## src/gpu_defines.svh

```systemverilog
`ifndef GPU_DEFINES_SVH
`define GPU_DEFINES_SVH

// datapath width of one lane
`define GPU_DATA_W 32

// architectural registers r0..r31
`define GPU_NUM_REGS 32

// single-ported banks, bank = reg % 4, row = reg / 4
`define GPU_NUM_BANKS 4

// operand collector units
`define GPU_NUM_OC 2

`endif
```

## src/regfile_pkg.sv

```systemverilog
`include "gpu_defines.svh"

package regfile_pkg;

	typedef enum logic [1:0] {
		free = 2'd0,
		collecting = 2'd1,
		ready = 2'd2
	} oc_state_t;

	typedef logic [$clog2(`GPU_NUM_BANKS)-1:0] bank_id_t;
	typedef logic [$clog2(`GPU_NUM_REGS/`GPU_NUM_BANKS)-1:0] row_idx_t;

endpackage

```

## src/isa_pkg.sv

```systemverilog
package isa_pkg;

	localparam int INSTR_W = 32;
	localparam int OPC_W = 4;
	localparam int REG_W = 5;
	localparam int IMM_FIELD_W = 13; // raw immediate in the word
	localparam int IMM_W = 16;

	// field positions, top down
	localparam int OPC_LSB = 28;
	localparam int DST_LSB = 23;
	localparam int SRC1_LSB = 18;
	localparam int SRC2_LSB = 13;

	typedef enum logic [OPC_W-1:0] {
		nop = 4'd0,
		add = 4'd1,
		sub = 4'd2,
		and_op = 4'd3,
		or_op = 4'd4,
		xor_op = 4'd5,
		addi = 4'd6,
		li = 4'd7
	} opcode_t;

	typedef logic [REG_W-1:0] reg_idx_t;
	typedef logic [IMM_W-1:0] imm_t;

endpackage

```

## src/oc_top.sv

```systemverilog
`timescale 1ns/10ps
`include "gpu_defines.svh"

module oc_top (
	input logic clk,
	input logic rst,
	input logic instr_valid,
	input logic [isa_pkg::INSTR_W-1:0] instr_word,
	output logic instr_ready,
	output logic wb_valid,
	output isa_pkg::reg_idx_t wb_dst,
	output logic [`GPU_DATA_W-1:0] wb_data
);

	logic [`GPU_NUM_OC-1:0] oc_free, alloc, oc_ready, take;
	isa_pkg::opcode_t dec_op;
	isa_pkg::reg_idx_t dec_dst, dec_src1, dec_src2;
	isa_pkg::imm_t dec_imm;
	logic dec_need1, dec_need2;

	// two read ports per collector
	logic [2*`GPU_NUM_OC-1:0] rd_req, rd_grant, rd_dvalid;
	regfile_pkg::bank_id_t [2*`GPU_NUM_OC-1:0] rd_bank;
	regfile_pkg::row_idx_t [2*`GPU_NUM_OC-1:0] rd_row;
	logic [2*`GPU_NUM_OC-1:0][`GPU_DATA_W-1:0] rd_data;

	isa_pkg::opcode_t oc_op [`GPU_NUM_OC];
	isa_pkg::reg_idx_t oc_dst [`GPU_NUM_OC];
	isa_pkg::imm_t oc_imm [`GPU_NUM_OC];
	logic [`GPU_DATA_W-1:0] oc_a [`GPU_NUM_OC];
	logic [`GPU_DATA_W-1:0] oc_b [`GPU_NUM_OC];

	logic res_valid;
	isa_pkg::reg_idx_t res_dst;
	logic [`GPU_DATA_W-1:0] res_data;

	instr_decode i_decode (
		.clk(clk), .rst(rst), .instr_valid(instr_valid), .instr_word(instr_word),
		.oc_free(oc_free), .wb_valid(wb_valid), .wb_dst(wb_dst),
		.instr_ready(instr_ready), .alloc(alloc), .dec_op(dec_op), .dec_dst(dec_dst),
		.dec_src1(dec_src1), .dec_src2(dec_src2), .dec_imm(dec_imm),
		.dec_need1(dec_need1), .dec_need2(dec_need2)
	);

	for (genvar i = 0; i < `GPU_NUM_OC; i++)
	begin : g_oc
		operand_collector #(.oc_id(i)) i_oc (
			.clk(clk), .rst(rst), .alloc(alloc[i]), .dec_op(dec_op), .dec_dst(dec_dst),
			.dec_src1(dec_src1), .dec_src2(dec_src2), .dec_imm(dec_imm),
			.dec_need1(dec_need1), .dec_need2(dec_need2),
			.rd_grant1(rd_grant[2*i]), .rd_grant2(rd_grant[2*i+1]),
			.rd_dvalid1(rd_dvalid[2*i]), .rd_dvalid2(rd_dvalid[2*i+1]),
			.bank_data1(rd_data[2*i]), .bank_data2(rd_data[2*i+1]), .take(take[i]),
			.oc_free(oc_free[i]), .rd_req1(rd_req[2*i]), .rd_req2(rd_req[2*i+1]),
			.rd_bank1(rd_bank[2*i]), .rd_bank2(rd_bank[2*i+1]),
			.rd_row1(rd_row[2*i]), .rd_row2(rd_row[2*i+1]), .oc_ready(oc_ready[i]),
			.oc_op(oc_op[i]), .oc_dst(oc_dst[i]), .oc_imm(oc_imm[i]),
			.oc_a(oc_a[i]), .oc_b(oc_b[i])
		);
	end

	// write port is the retiring result
	regfile_banks i_banks (
		.clk(clk), .rst(rst), .rd_req(rd_req), .rd_bank(rd_bank), .rd_row(rd_row),
		.wr_en(wb_valid), .wr_dst(wb_dst), .wr_data(wb_data),
		.rd_grant(rd_grant), .rd_dvalid(rd_dvalid), .rd_data(rd_data)
	);

	alu_execute i_exec (
		.clk(clk), .rst(rst), .oc_ready(oc_ready),
		.oc0_op(oc_op[0]), .oc1_op(oc_op[1]), .oc0_dst(oc_dst[0]), .oc1_dst(oc_dst[1]),
		.oc0_imm(oc_imm[0]), .oc1_imm(oc_imm[1]), .oc0_a(oc_a[0]), .oc0_b(oc_b[0]),
		.oc1_a(oc_a[1]), .oc1_b(oc_b[1]), .take(take),
		.res_valid(res_valid), .res_dst(res_dst), .res_data(res_data)
	);

	result_writeback i_wb (
		.clk(clk), .rst(rst), .res_valid(res_valid), .res_dst(res_dst), .res_data(res_data),
		.wb_valid(wb_valid), .wb_dst(wb_dst), .wb_data(wb_data)
	);

endmodule

```

## src/result_writeback.sv

```systemverilog
`timescale 1ns/10ps
`include "gpu_defines.svh"

module result_writeback (
	input logic clk,
	input logic rst,
	input logic res_valid,
	input isa_pkg::reg_idx_t res_dst,
	input logic [`GPU_DATA_W-1:0] res_data,
	output logic wb_valid,
	output isa_pkg::reg_idx_t wb_dst,
	output logic [`GPU_DATA_W-1:0] wb_data
);

	always_ff @(posedge clk)
	begin
		if (rst)
			wb_valid <= 1'b0;
		else
			wb_valid <= res_valid;
	end

	always_ff @(posedge clk)
	begin
		wb_dst <= res_dst;
		wb_data <= res_data;
	end

	// scoreboard keeps a destination from retiring twice in a row
	a_no_repeat_dst : assert property (@(posedge clk) disable iff (rst)
		wb_valid && $past(wb_valid) |-> wb_dst != $past(wb_dst))
		else $error("back to back writeback to r%0d", wb_dst);

endmodule

```

## src/alu_execute.sv

```systemverilog
`timescale 1ns/10ps
`include "gpu_defines.svh"

module alu_execute (
	input logic clk,
	input logic rst,
	input logic [`GPU_NUM_OC-1:0] oc_ready,
	input isa_pkg::opcode_t oc0_op,
	input isa_pkg::opcode_t oc1_op,
	input isa_pkg::reg_idx_t oc0_dst,
	input isa_pkg::reg_idx_t oc1_dst,
	input isa_pkg::imm_t oc0_imm,
	input isa_pkg::imm_t oc1_imm,
	input logic [`GPU_DATA_W-1:0] oc0_a,
	input logic [`GPU_DATA_W-1:0] oc0_b,
	input logic [`GPU_DATA_W-1:0] oc1_a,
	input logic [`GPU_DATA_W-1:0] oc1_b,
	output logic [`GPU_NUM_OC-1:0] take,
	output logic res_valid,
	output isa_pkg::reg_idx_t res_dst,
	output logic [`GPU_DATA_W-1:0] res_data
);

	logic rr; // set gives collector 1 the priority
	logic sel;
	isa_pkg::opcode_t op;
	isa_pkg::reg_idx_t dst;
	isa_pkg::imm_t imm;
	logic [`GPU_DATA_W-1:0] a, b, imm_ext, result;
	logic writes;

	assign sel = oc_ready[1] && (rr || !oc_ready[0]);
	assign take[1] = sel;
	assign take[0] = oc_ready[0] && !sel;

	assign op = sel ? oc1_op : oc0_op;
	assign dst = sel ? oc1_dst : oc0_dst;
	assign imm = sel ? oc1_imm : oc0_imm;
	assign a = sel ? oc1_a : oc0_a;
	assign b = sel ? oc1_b : oc0_b;
	assign imm_ext = {{(`GPU_DATA_W-isa_pkg::IMM_W){imm[isa_pkg::IMM_W-1]}}, imm};

	always_comb
	begin
		writes = 1'b1;
		case (op)
			isa_pkg::add: result = a + b;
			isa_pkg::sub: result = a - b;
			isa_pkg::and_op: result = a & b;
			isa_pkg::or_op: result = a | b;
			isa_pkg::xor_op: result = a ^ b;
			isa_pkg::addi: result = a + imm_ext;
			isa_pkg::li: result = imm_ext;
			default:
			begin
				result = '0;
				writes = 1'b0; // nop retires silently
			end
		endcase
	end

	always_ff @(posedge clk)
	begin
		if (rst)
		begin
			rr <= 1'b0;
			res_valid <= 1'b0;
		end
		else
		begin
			res_valid <= (|take) && writes;
			if (|take)
				rr <= !sel; // other side next
		end
	end

	always_ff @(posedge clk)
	begin
		res_dst <= dst;
		res_data <= result;
	end

endmodule

```

## src/regfile_banks.sv

```systemverilog
`timescale 1ns/10ps
`include "gpu_defines.svh"

module regfile_banks (
	input logic clk,
	input logic rst,
	// requester order: oc0 op1, oc0 op2, oc1 op1, oc1 op2
	input logic [2*`GPU_NUM_OC-1:0] rd_req,
	input regfile_pkg::bank_id_t [2*`GPU_NUM_OC-1:0] rd_bank,
	input regfile_pkg::row_idx_t [2*`GPU_NUM_OC-1:0] rd_row,
	input logic wr_en,
	input isa_pkg::reg_idx_t wr_dst,
	input logic [`GPU_DATA_W-1:0] wr_data,
	output logic [2*`GPU_NUM_OC-1:0] rd_grant,
	output logic [2*`GPU_NUM_OC-1:0] rd_dvalid,
	output logic [2*`GPU_NUM_OC-1:0][`GPU_DATA_W-1:0] rd_data
);

	localparam int NUM_RQ = 2 * `GPU_NUM_OC;
	localparam int ROWS = `GPU_NUM_REGS / `GPU_NUM_BANKS;

	logic [`GPU_DATA_W-1:0] mem [`GPU_NUM_BANKS][ROWS];
	logic [`GPU_NUM_BANKS-1:0][NUM_RQ-1:0] bank_grant; // bank x requester
	logic [`GPU_NUM_BANKS-1:0] bank_busy;
	regfile_pkg::bank_id_t wr_bank;
	regfile_pkg::row_idx_t wr_row;

	assign wr_bank = wr_dst[1:0];
	assign wr_row = wr_dst[4:2];

	// fixed priority per bank, write port first
	always_comb
	begin
		bank_grant = '0;
		rd_grant = '0;
		for (int b = 0; b < `GPU_NUM_BANKS; b++)
		begin
			bank_busy[b] = wr_en && wr_bank == b;
			for (int r = 0; r < NUM_RQ; r++)
			begin
				if (rd_req[r] && rd_bank[r] == b && !bank_busy[b])
				begin
					bank_grant[b][r] = 1'b1;
					bank_busy[b] = 1'b1;
				end
			end
			rd_grant = rd_grant | bank_grant[b];
		end
	end

	always_ff @(posedge clk)
	begin
		if (rst)
		begin
			rd_dvalid <= '0;
			for (int b = 0; b < `GPU_NUM_BANKS; b++)
				for (int w = 0; w < ROWS; w++)
					mem[b][w] <= '0;
		end
		else
		begin
			rd_dvalid <= rd_grant; // data follows grant by one cycle
			if (wr_en)
				mem[wr_bank][wr_row] <= wr_data;
		end
	end

	always_ff @(posedge clk)
	begin
		for (int r = 0; r < NUM_RQ; r++)
			if (rd_grant[r])
				rd_data[r] <= mem[rd_bank[r]][rd_row[r]];
	end

	// single port: one access per bank per cycle, write included
	for (genvar b = 0; b < `GPU_NUM_BANKS; b++)
	begin : g_port_chk
		a_one_access : assert property (@(posedge clk) disable iff (rst)
			$onehot0({bank_grant[b], wr_en && wr_bank == b}))
			else $error("bank %0d accessed twice in one cycle", b);
	end

endmodule

```

## src/operand_collector.sv

```systemverilog
`timescale 1ns/10ps
`include "gpu_defines.svh"

module operand_collector #(
	parameter int oc_id = 0
) (
	input logic clk,
	input logic rst,
	input logic alloc,
	input isa_pkg::opcode_t dec_op,
	input isa_pkg::reg_idx_t dec_dst,
	input isa_pkg::reg_idx_t dec_src1,
	input isa_pkg::reg_idx_t dec_src2,
	input isa_pkg::imm_t dec_imm,
	input logic dec_need1,
	input logic dec_need2,
	input logic rd_grant1,
	input logic rd_grant2,
	input logic rd_dvalid1,
	input logic rd_dvalid2,
	input logic [`GPU_DATA_W-1:0] bank_data1,
	input logic [`GPU_DATA_W-1:0] bank_data2,
	input logic take,
	output logic oc_free,
	output logic rd_req1,
	output logic rd_req2,
	output regfile_pkg::bank_id_t rd_bank1,
	output regfile_pkg::bank_id_t rd_bank2,
	output regfile_pkg::row_idx_t rd_row1,
	output regfile_pkg::row_idx_t rd_row2,
	output logic oc_ready,
	output isa_pkg::opcode_t oc_op,
	output isa_pkg::reg_idx_t oc_dst,
	output isa_pkg::imm_t oc_imm,
	output logic [`GPU_DATA_W-1:0] oc_a,
	output logic [`GPU_DATA_W-1:0] oc_b
);

	regfile_pkg::oc_state_t state;
	logic need1, need2; // operand is used by the opcode
	logic sent1, sent2; // bank read granted
	logic got1, got2; // operand captured
	logic done1, done2;

	assign oc_free = (state == regfile_pkg::free);
	assign oc_ready = (state == regfile_pkg::ready);
	assign rd_req1 = (state == regfile_pkg::collecting) && need1 && !sent1;
	assign rd_req2 = (state == regfile_pkg::collecting) && need2 && !sent2;

	// in hand by the next edge
	assign done1 = !need1 || got1 || rd_dvalid1;
	assign done2 = !need2 || got2 || rd_dvalid2;

	always_ff @(posedge clk)
	begin
		if (rst)
		begin
			state <= regfile_pkg::free;
			need1 <= 1'b0;
			need2 <= 1'b0;
			sent1 <= 1'b0;
			sent2 <= 1'b0;
			got1 <= 1'b0;
			got2 <= 1'b0;
		end
		else
		begin
			case (state)
				regfile_pkg::free:
					if (alloc)
					begin
						need1 <= dec_need1;
						need2 <= dec_need2;
						sent1 <= 1'b0;
						sent2 <= 1'b0;
						got1 <= 1'b0;
						got2 <= 1'b0;
						// li and nop have nothing to fetch
						state <= (dec_need1 || dec_need2) ? regfile_pkg::collecting : regfile_pkg::ready;
					end
				regfile_pkg::collecting:
				begin
					if (rd_grant1)
						sent1 <= 1'b1;
					if (rd_grant2)
						sent2 <= 1'b1;
					if (rd_dvalid1)
						got1 <= 1'b1;
					if (rd_dvalid2)
						got2 <= 1'b1;
					if (done1 && done2)
						state <= regfile_pkg::ready;
				end
				regfile_pkg::ready:
					if (take)
						state <= regfile_pkg::free;
				default: state <= regfile_pkg::free;
			endcase
		end
	end

	always_ff @(posedge clk)
	begin
		if (alloc && oc_free)
		begin
			oc_op <= dec_op;
			oc_dst <= dec_dst;
			oc_imm <= dec_imm;
			rd_bank1 <= dec_src1[1:0]; // bank = reg % 4
			rd_row1 <= dec_src1[4:2];
			rd_bank2 <= dec_src2[1:0];
			rd_row2 <= dec_src2[4:2];
		end
		if (rd_dvalid1)
			oc_a <= bank_data1;
		if (rd_dvalid2)
			oc_b <= bank_data2;
	end

	a_take_ready : assert property (@(posedge clk) disable iff (rst)
		take |-> oc_ready ##1 oc_free)
		else $error("collector %0d taken while not ready", oc_id);

endmodule

```

## src/instr_decode.sv

```systemverilog
`timescale 1ns/10ps
`include "gpu_defines.svh"

module instr_decode (
	input logic clk,
	input logic rst,
	input logic instr_valid,
	input logic [isa_pkg::INSTR_W-1:0] instr_word,
	input logic [`GPU_NUM_OC-1:0] oc_free,
	input logic wb_valid,
	input isa_pkg::reg_idx_t wb_dst,
	output logic instr_ready,
	output logic [`GPU_NUM_OC-1:0] alloc,
	output isa_pkg::opcode_t dec_op,
	output isa_pkg::reg_idx_t dec_dst,
	output isa_pkg::reg_idx_t dec_src1,
	output isa_pkg::reg_idx_t dec_src2,
	output isa_pkg::imm_t dec_imm,
	output logic dec_need1,
	output logic dec_need2
);

	logic [`GPU_NUM_REGS-1:0] pending; // one bit per dst in flight
	logic ready_en;
	logic writes_dst;
	logic hazard;
	logic accept;
	logic taken;

	assign dec_op = isa_pkg::opcode_t'(instr_word[isa_pkg::OPC_LSB +: isa_pkg::OPC_W]);
	assign dec_dst = instr_word[isa_pkg::DST_LSB +: isa_pkg::REG_W];
	assign dec_src1 = instr_word[isa_pkg::SRC1_LSB +: isa_pkg::REG_W];
	assign dec_src2 = instr_word[isa_pkg::SRC2_LSB +: isa_pkg::REG_W];
	assign dec_imm = {{(isa_pkg::IMM_W-isa_pkg::IMM_FIELD_W){instr_word[isa_pkg::IMM_FIELD_W-1]}},
		instr_word[isa_pkg::IMM_FIELD_W-1:0]};

	always_comb
	begin
		dec_need1 = 1'b0;
		dec_need2 = 1'b0;
		writes_dst = 1'b1;
		case (dec_op)
			isa_pkg::add, isa_pkg::sub, isa_pkg::and_op, isa_pkg::or_op, isa_pkg::xor_op:
			begin
				dec_need1 = 1'b1;
				dec_need2 = 1'b1;
			end
			isa_pkg::addi: dec_need1 = 1'b1;
			isa_pkg::li: writes_dst = 1'b1; // immediate only
			default: writes_dst = 1'b0; // nop and unused codes
		endcase
	end

	assign hazard = (dec_need1 && pending[dec_src1]) || (dec_need2 && pending[dec_src2]) ||
		(writes_dst && pending[dec_dst]);
	assign instr_ready = ready_en && (|oc_free) && !hazard;
	assign accept = instr_valid && instr_ready;

	// lowest numbered free collector wins
	always_comb
	begin
		taken = 1'b0;
		for (int i = 0; i < `GPU_NUM_OC; i++)
		begin
			alloc[i] = accept && oc_free[i] && !taken;
			taken = taken || oc_free[i];
		end
	end

	always_ff @(posedge clk)
	begin
		if (rst)
		begin
			pending <= '0;
			ready_en <= 1'b0;
		end
		else
		begin
			ready_en <= 1'b1;
			for (int r = 0; r < `GPU_NUM_REGS; r++)
			begin
				if (accept && writes_dst && dec_dst == r)
					pending[r] <= 1'b1;
				else if (wb_valid && wb_dst == r)
					pending[r] <= 1'b0; // result has retired
			end
		end
	end

	// a collector picked here must leave its free state on the next cycle
	for (genvar i = 0; i < `GPU_NUM_OC; i++)
	begin : g_alloc_chk
		a_alloc_free : assert property (@(posedge clk) disable iff (rst)
			alloc[i] |-> oc_free[i] ##1 !oc_free[i])
			else $error("alloc to collector %0d that was not free", i);
	end

endmodule

```

## config.mk

```make
export PLATFORM = sky130hd
export DESIGN_NAME = oc_top
export DESIGN_NICKNAME = d
export VERILOG_FILES = /design/src/regfile_pkg.sv /design/src/isa_pkg.sv /design/src/oc_top.sv /design/src/result_writeback.sv /design/src/alu_execute.sv /design/src/regfile_banks.sv /design/src/operand_collector.sv /design/src/instr_decode.sv
export VERILOG_INCLUDE_DIRS = /design/src
export SDC_FILE = /design/constraint.sdc
export NUM_CORES = 2
export LEC_CHECK = 0
export BUFFER_PORTS_ARGS = -buffer_cell sky130_fd_sc_hd__buf_2
export CAP_MARGIN = 30
export CORE_ASPECT_RATIO = 0.6
export CORE_UTILIZATION = 29
export CTS_CLUSTER_SIZE = 10
export DETAILED_ROUTE_END_ITERATION = 10
export PLACE_DENSITY = 0.43
export RECOVER_POWER = 25
export REMOVE_ABC_BUFFERS = 1
export SLEW_MARGIN = 0
export SYNTH_ARGS = -nofsm -noshare
export SYNTH_HDL_FRONTEND = slang
export SYNTH_SLANG_ARGS = --single-unit
```

## constraint.sdc

```tcl
create_clock -name clk -period 8 [get_ports clk]
set_clock_uncertainty 0.1 [all_clocks]
set_input_delay 1.6 -clock clk [delete_from_list [all_inputs] [get_ports clk]]
set_output_delay 1.6 -clock clk [all_outputs]
set_load 0.005 [all_outputs]
```

=== Word-level counts from Yosys, hierarchy flattened ===
Memories as Yosys holds them, arrays and structs flattened. A register that Yosys moved wholly into a read port is not among the register bits.
Cells that the tools add are included.

* Register bits: 450
* Memory bits (writable): 1024
* Output and inout port bits: 39
* Word-level logic and storage cells: 600
* Memories kept: 1

* Add/subtract/negate cells: 3
* $lt $le $gt $ge: 9
* Eq/ne operators: 109
* Multiplexer cells: 162
* Bitwise logic cells: 11
* Reduce and logical (&&, ||, !) cells: 228

{| class="wikitable"
|+ Memory list
! memory !! depth !! bits a word !! rd ports !! clocked after Yosys merged registers in !! write ports !! line !! RTL
|-
| i_banks.mem || 4 || 256 || 4 || 4 || 4 || regfile_banks.sv:22 || <nowiki>logic [`GPU_DATA_W-1:0] mem [`GPU_NUM_BANKS][ROWS];</nowiki>
|}

{| class="wikitable"
|+ Operator list
! kind !! number
|-
| 256-bit two-way mux || 3
|-
| 32-bit binary-select mux with 3-bit select || 4
|-
| 32-bit two-way mux || 11
|-
| 256-bit OR reduction || 1
|-
| 32-bit case mux with 7 select lines || 1
|-
| 5-bit == test, second input constant || 32
|-
| 1-bit logical AND || 126
|-
| 1-bit two-way mux || 114
|-
| 32-bit demux with 3-bit select || 1
|-
| 5-bit by 4-bit == test with 1-bit output, second input constant || 16
|-
| 2-bit nonzero test || 34
|-
| 32-bit adder || 2
|-
| 5-bit by 3-bit == test with 1-bit output, second input constant || 8
|-
| 32-bit AND || 1
|-
| 4-bit by 3-bit == test with 1-bit output, second input constant || 8
|-
| 32-bit OR || 1
|-
| 32-bit subtractor || 1
|-
| 32-bit bitwise XOR || 1
|-
| 3-bit AND reduction || 10
|-
| 1-bit zero test || 28
|-
| 2-bit == test, second input constant || 12
|-
| 2-bit two-way mux || 12
|-
| 2-bit by 1-bit inequality test with 1-bit output, second input constant || 12
|-
| 5-bit by 2-bit == test with 1-bit output, second input constant || 4
|-
| 24 further kinds || 79
|}

=== Logic depth before layout (Yosys ltp) ===
* Depth in word-level cells: 20
* Depth in mapped cells: 24
* Depth with buffers taken out: 21

=== Modules after synthesis ===
Synthesis repeated with hierarchy kept, for this count alone.

* Cells, all modules: 6480
* Area total of the unflattened synthesis: 90790.8 um^2

{| class="wikitable"
|+ Modules (own cells, without submodules)
! module !! times used !! cells each !! area each (um^2)
|-
| regfile_banks || 1 || 5000 || 74153.6
|-
| operand_collector || 2 || 149 || 3407.0
|-
| alu_execute || 1 || 877 || 6436.2
|-
| instr_decode || 1 || 266 || 2612.5
|-
| result_writeback || 1 || 39 || 774.5
|}

=== Worst setup path before layout ===
OpenSTA, ideal clock, no wires.

* Path kind: register to register
* Start point: reg g_oc[0].i_oc.state[0]
* End point: reg i_exec.res_data[31]
* Library setup time: 127 ps
* Arrival time: 5382 ps
* Setup slack: 2390 ps
* Stages on the path, launching flop included: 22
* Path buffers: 6
* Cells stage by stage: dfxtp_1 buf_2 or3b_2 nand2_2 buf_4 buf_2 buf_2 clkbuf_1 buf_2 mux2i_1 inv_1 ha_1 a211oi_1 o211ai_1 a311o_1 o2bb2ai_1 o41a_1 a41o_1 and4_1 a2111oi_1 xnor2_1 o21ai_1

* Word-level cells in the longest chain between the ends: 7
* Elaborated cells on any way between the ends: 22
* Classes of those cells: 3 x add/sub; 8 x eq/ne; 5 x mux; 3 x bitwise; 3 x reduce/logical

{| class="wikitable"
|+ RTL lines
! element !! line !! RTL
|-
| start, declared || operand_collector.sv:39 || <nowiki>regfile_pkg::oc_state_t state;</nowiki>
|-
| start signal, assigned || operand_collector.sv:58 || <nowiki>state <= regfile_pkg::free;</nowiki>
|-
| start signal, assigned || operand_collector.sv:79 || <nowiki>state <= (dec_need1 || dec_need2) ? regfile_pkg::collecting : regfile_pkg::ready;</nowiki>
|-
| start signal, assigned || operand_collector.sv:92 || <nowiki>state <= regfile_pkg::ready;</nowiki>
|-
| 2-bit == test * || operand_collector.sv:46 || <nowiki>assign oc_ready = (state == regfile_pkg::ready);</nowiki>
|-
| 1-bit zero test * || alu_execute.sv:32 || <nowiki>assign sel = oc_ready[1] && (rr || !oc_ready[0]);</nowiki>
|-
| 1-bit logical OR * || alu_execute.sv:32 ||
|-
| 1-bit logical AND * || alu_execute.sv:32 ||
|-
| 32-bit two-way mux (tied with other cells) || alu_execute.sv:39 || <nowiki>assign a = sel ? oc1_a : oc0_a;</nowiki>
|-
| 32-bit adder (tied with other cells) || alu_execute.sv:52 || <nowiki>isa_pkg::addi: result = a + imm_ext;</nowiki>
|-
| 32-bit case mux with 7 select lines * || alu_execute.sv:46 || <nowiki>case (op)</nowiki>
|-
| net i_exec.result[31] || alu_execute.sv:29 || <nowiki>logic [`GPU_DATA_W-1:0] a, b, imm_ext, result;</nowiki>
|-
| end signal, assigned || alu_execute.sv:80 || <nowiki>res_data <= result;</nowiki>
|-
| end, declared || alu_execute.sv:21 || <nowiki>output logic [`GPU_DATA_W-1:0] res_data</nowiki>
|}

Mark *: on every way through the listed nets, which the timed path passes. The rest lies on a longest branch.
A chain may end at the register's enable or synchronous reset.

==> flow_summary.toml <==
[synthesis]
synth_top_cell_area_share_pct = 44.9
synth_most_common_cell = "edfxtp_1"
synth_ff_type = "edfxtp_1"
yosys.area_share.simple_pct = 9.40
yosysTopAreaCell = "edfxtp_1"
synth_top_family_by_area = "multiplexers"
synth-compound-area-share_pct = 2.70
synth_area_leaders = "edfxtp_1, mux4_2, and2_1"
ys_async_sr_fraction_pct = 0
ys_seq_area_share_pct = 48.0
synth_edf_count = 1344
postSynthAreaPerCell_um2 = 15.9
ys_ff_latch = 1482
synth-xor-area-share_pct = 0.312
synth_fa_ha_area_share_pct = 1.41
yosys-top-cells-count = "edfxtp_1, mux4_2, and2_1"
synth_warnings = 0
netlist_area_mm2 = 0.0898
muxShareOfSynthArea_pct = 35.4
synthCells = 5648
synth.distinct_cells = 72

[power_and_ir_drop]
pwr-share-comb_pct = 14.2
power_frac_clock_pct = 39.7
p_leak_uw = 0.0341
power.net_switching_uw = 5270
switching_share_pct = 27.3
seqPwrFrac_pct = 46.2
ir_drop_mv = 0.146
power_density_mw_per_mm2 = 191
p_int_uw = 14100

[grt]
gr-usage-all-layers_pct = 25.8
grt_max_degree = 103
grt_antenna_before_repair = 81
overflow = 0
grt_pass1_wl_um = 544000
grt_pass1_vias = 56811

[drt]
ant_nets = 0
wl_met1_um = 178000
wl_met3_um = 52700
routed_wl_um = 408000
wl_met2_um = 164000
drc = 0
highest_layer = "met5"
vias = 59649
vias_per_cell = 6.05
first_pass_iters = 6
route.detailed.wl_per_inst_um = 41.4
first_iter_violations = 9224

[setup_path]
worstReg2RegEnd = "i_exec.res_data[31]$_DFF_P_"
crit_type = "in2reg"
worstRegToRegCells = 21
required_ns = 8.31
cp-end-kind = "flop"
crit_arrival_ns = 8.06
rrSetupSlack_ns = 1.07
worst_setup_path_start_kind = "primary input"
worstPathMaxFanout = 45
reg2reg_from = "g_oc[0].i_oc.state[0]$_SDFFE_PP0P_"

[timing]
slew_viol_final = 617
worst_pin_slew_ns = 3.73
rsz0062_at_grt = "false"
fin_crit_sh_pct = 96.9
clock.fmax_ghz = 0.129
slew_headroom_pct = -149
fin_crit_ns = 7.75
hold_viol = 0
setup_viol = 0
finalSetupTns_ns = 0

[hold_path]
hp-start = "i_exec.res_data[20]$_DFF_P_"
holdPathStages = 0
hold_end = "i_wb.wb_data[20]$_DFF_P_"
hold_path_class = "reg2reg"

[clock_tree]
cts_buffers = 178
root_buffer = "clkbuf_16"
hold_buffers = 0
clock_path_buffers = 4
clk_latency_ns = 0.86
cts_resized = 0
postCtsSetupBuffers = 0
htree_levels = 4
cts.sinks = 1482
clkSlewWorstSetupHoldPaths_ns = 0.05
cts_tree = "built"

[die]
num_rows = 157
die-area_mm2 = 0.312
core_area_mm2 = 0.307
io_pins = 74
die-height_um = 433
start_util_pct = 29.3
die_w_um = 721

[final_layout]
drive_gt1_share_pct = 35.2
utilization_pct = 33.0
nets = 5704
final_area_mm2 = 0.101
area_delta_synth_final_pct = 12.8
nFillCells = 29345

[run]
cap_violations = 31

[outcome]
outcome = "complete, but fails checks"
violations = "capacitance limit, slew limit"

[place]
io_buffers = 73
place.gp.congestion = 0.920
detailed_place.area_mm2 = 0.0963
hpwl_um = 249000
[through the flow]
stage | hold WS [ns] | cells | setup slack (ns) | total power, uW
after CTS | 0.225 | 9791 | 1.23 | 19400
after global placement | 0.212 | 9496 | 1.31 | 11800
after detailed placement | 0.212 | 9516 | 1.22 | 11800
after floorplan | 0.210 | 5072 | -4.18 | 10900
after global routing | 0.232 | 9821 | 0.441 | 19800
final | 0.224 | 9864 | 0.251 | 19300
[state kept, by name, summed over array words and instances (netlist names), 6 cells and up, named ones only]
register	flops
g_oc.i_oc.oc_a	64
g_oc.i_oc.oc_op	8
g_oc.i_oc.oc_dst	10
i_banks.rd_data	128
i_wb.wb_data	32
i_exec.res_data	32
g_oc.i_oc.rd_row2	6
g_oc.i_oc.rd_row1	6
i_decode.pending	32
g_oc.i_oc.oc_b	64
i_banks.mem	1024
g_oc.i_oc.oc_imm	26
[metal layers]
| layer | vias up | GRT usage, % |
|---|---|---|
| met4 | 12 | 7.84 |
| met5 | - | 0.616 |
| li1 | 22777 | - |
| met1 | 31934 | 37.8 |
| met3 | 634 | 9.49 |
| met2 | 4292 | 35.0 |
[power by group through the flow]
stage | logic, uW | registers, uW | clock network, uW
after floorplan | 1700 | 9250 | 0
after global placement | 2690 | 9070 | 0
after detailed placement | 2700 | 9080 | 0
after CTS | 2710 | 8920 | 7760
after global routing | 2820 | 8960 | 8030
final | 2740 | 8930 | 7670
[kinds of logic (layout without fill, tap and decap cells)]
family | after synthesis | in the layout
and+or+nand+nor | 1460 | 1460
buffers and inverters | 664 | 679
other | 0 | 67
muxes | 1522 | 1522
AOI/OAI and AO/OA | 387 | 387
adders and majority gates | 101 | 101
xor gates and xnor gates | 32 | 32
DFF | 1482 | 1482
[how the worst max path moves through the flow]
| stage | startpoint | to | cells past startpoint |
|---|---|---|---|
| floorplan | flop | i_banks.rd_data[0]$_DFFE_PP_ | 3 |
| global placement | g_oc[0].i_oc.state[0]$_SDFFE_PP0P_ | i_exec.res_data[31]$_DFF_P_ | 18 |
| detailed placement | g_oc[0].i_oc.state[0]$_SDFFE_PP0P_ | i_exec.res_data[31]$_DFF_P_ | 19 |
| CTS | g_oc[0].i_oc.state[0]$_SDFFE_PP0P_ | i_exec.res_data[31]$_DFF_P_ | 19 |
| global route | rst | i_banks.mem[0][214]$_SDFFCE_PN0P_ | 4 |
| finish | rst | i_banks.mem[0][214]$_SDFFCE_PN0P_ | 4 |
[cell type report]
cell class              count  area [um2]  share of cell area (%)
clock inverters            11        85.1                  0.0840
flip-flops and latches   1482       43200                    42.6
multi-input cells        3502       44800                    44.2
well taps                4134        5170                    5.11
inverters                  88         332                   0.327
repair buffers            316        2690                    2.65
diodes                     67         168                   0.165
clock buffers             264        4920                    4.86
[cell usage in the layout, fill, tap and decap left out, types with 73 or more instances in the layout]
master / count
nand2_1: 147
clkbuf_1: 127
mux2i_1: 73
o21ai_0: 115
and2_0: 107
mux2_2: 139
and2_1: 923
buf_4: 178
edfxtp_1: 1344
clkbuf_16: 184
inv_1: 84
dfxtp_1: 128
mux4_2: 1308
ha_1: 100
[worst max-delay path, stage by stage]
cell and delay [ns]:
clkbuf_1 1.12, clkinvlp_2 2.50, o21ai_0 1.47, clkbuf_1 1.27
Note: power is estimated with default switching activity, not from simulation.
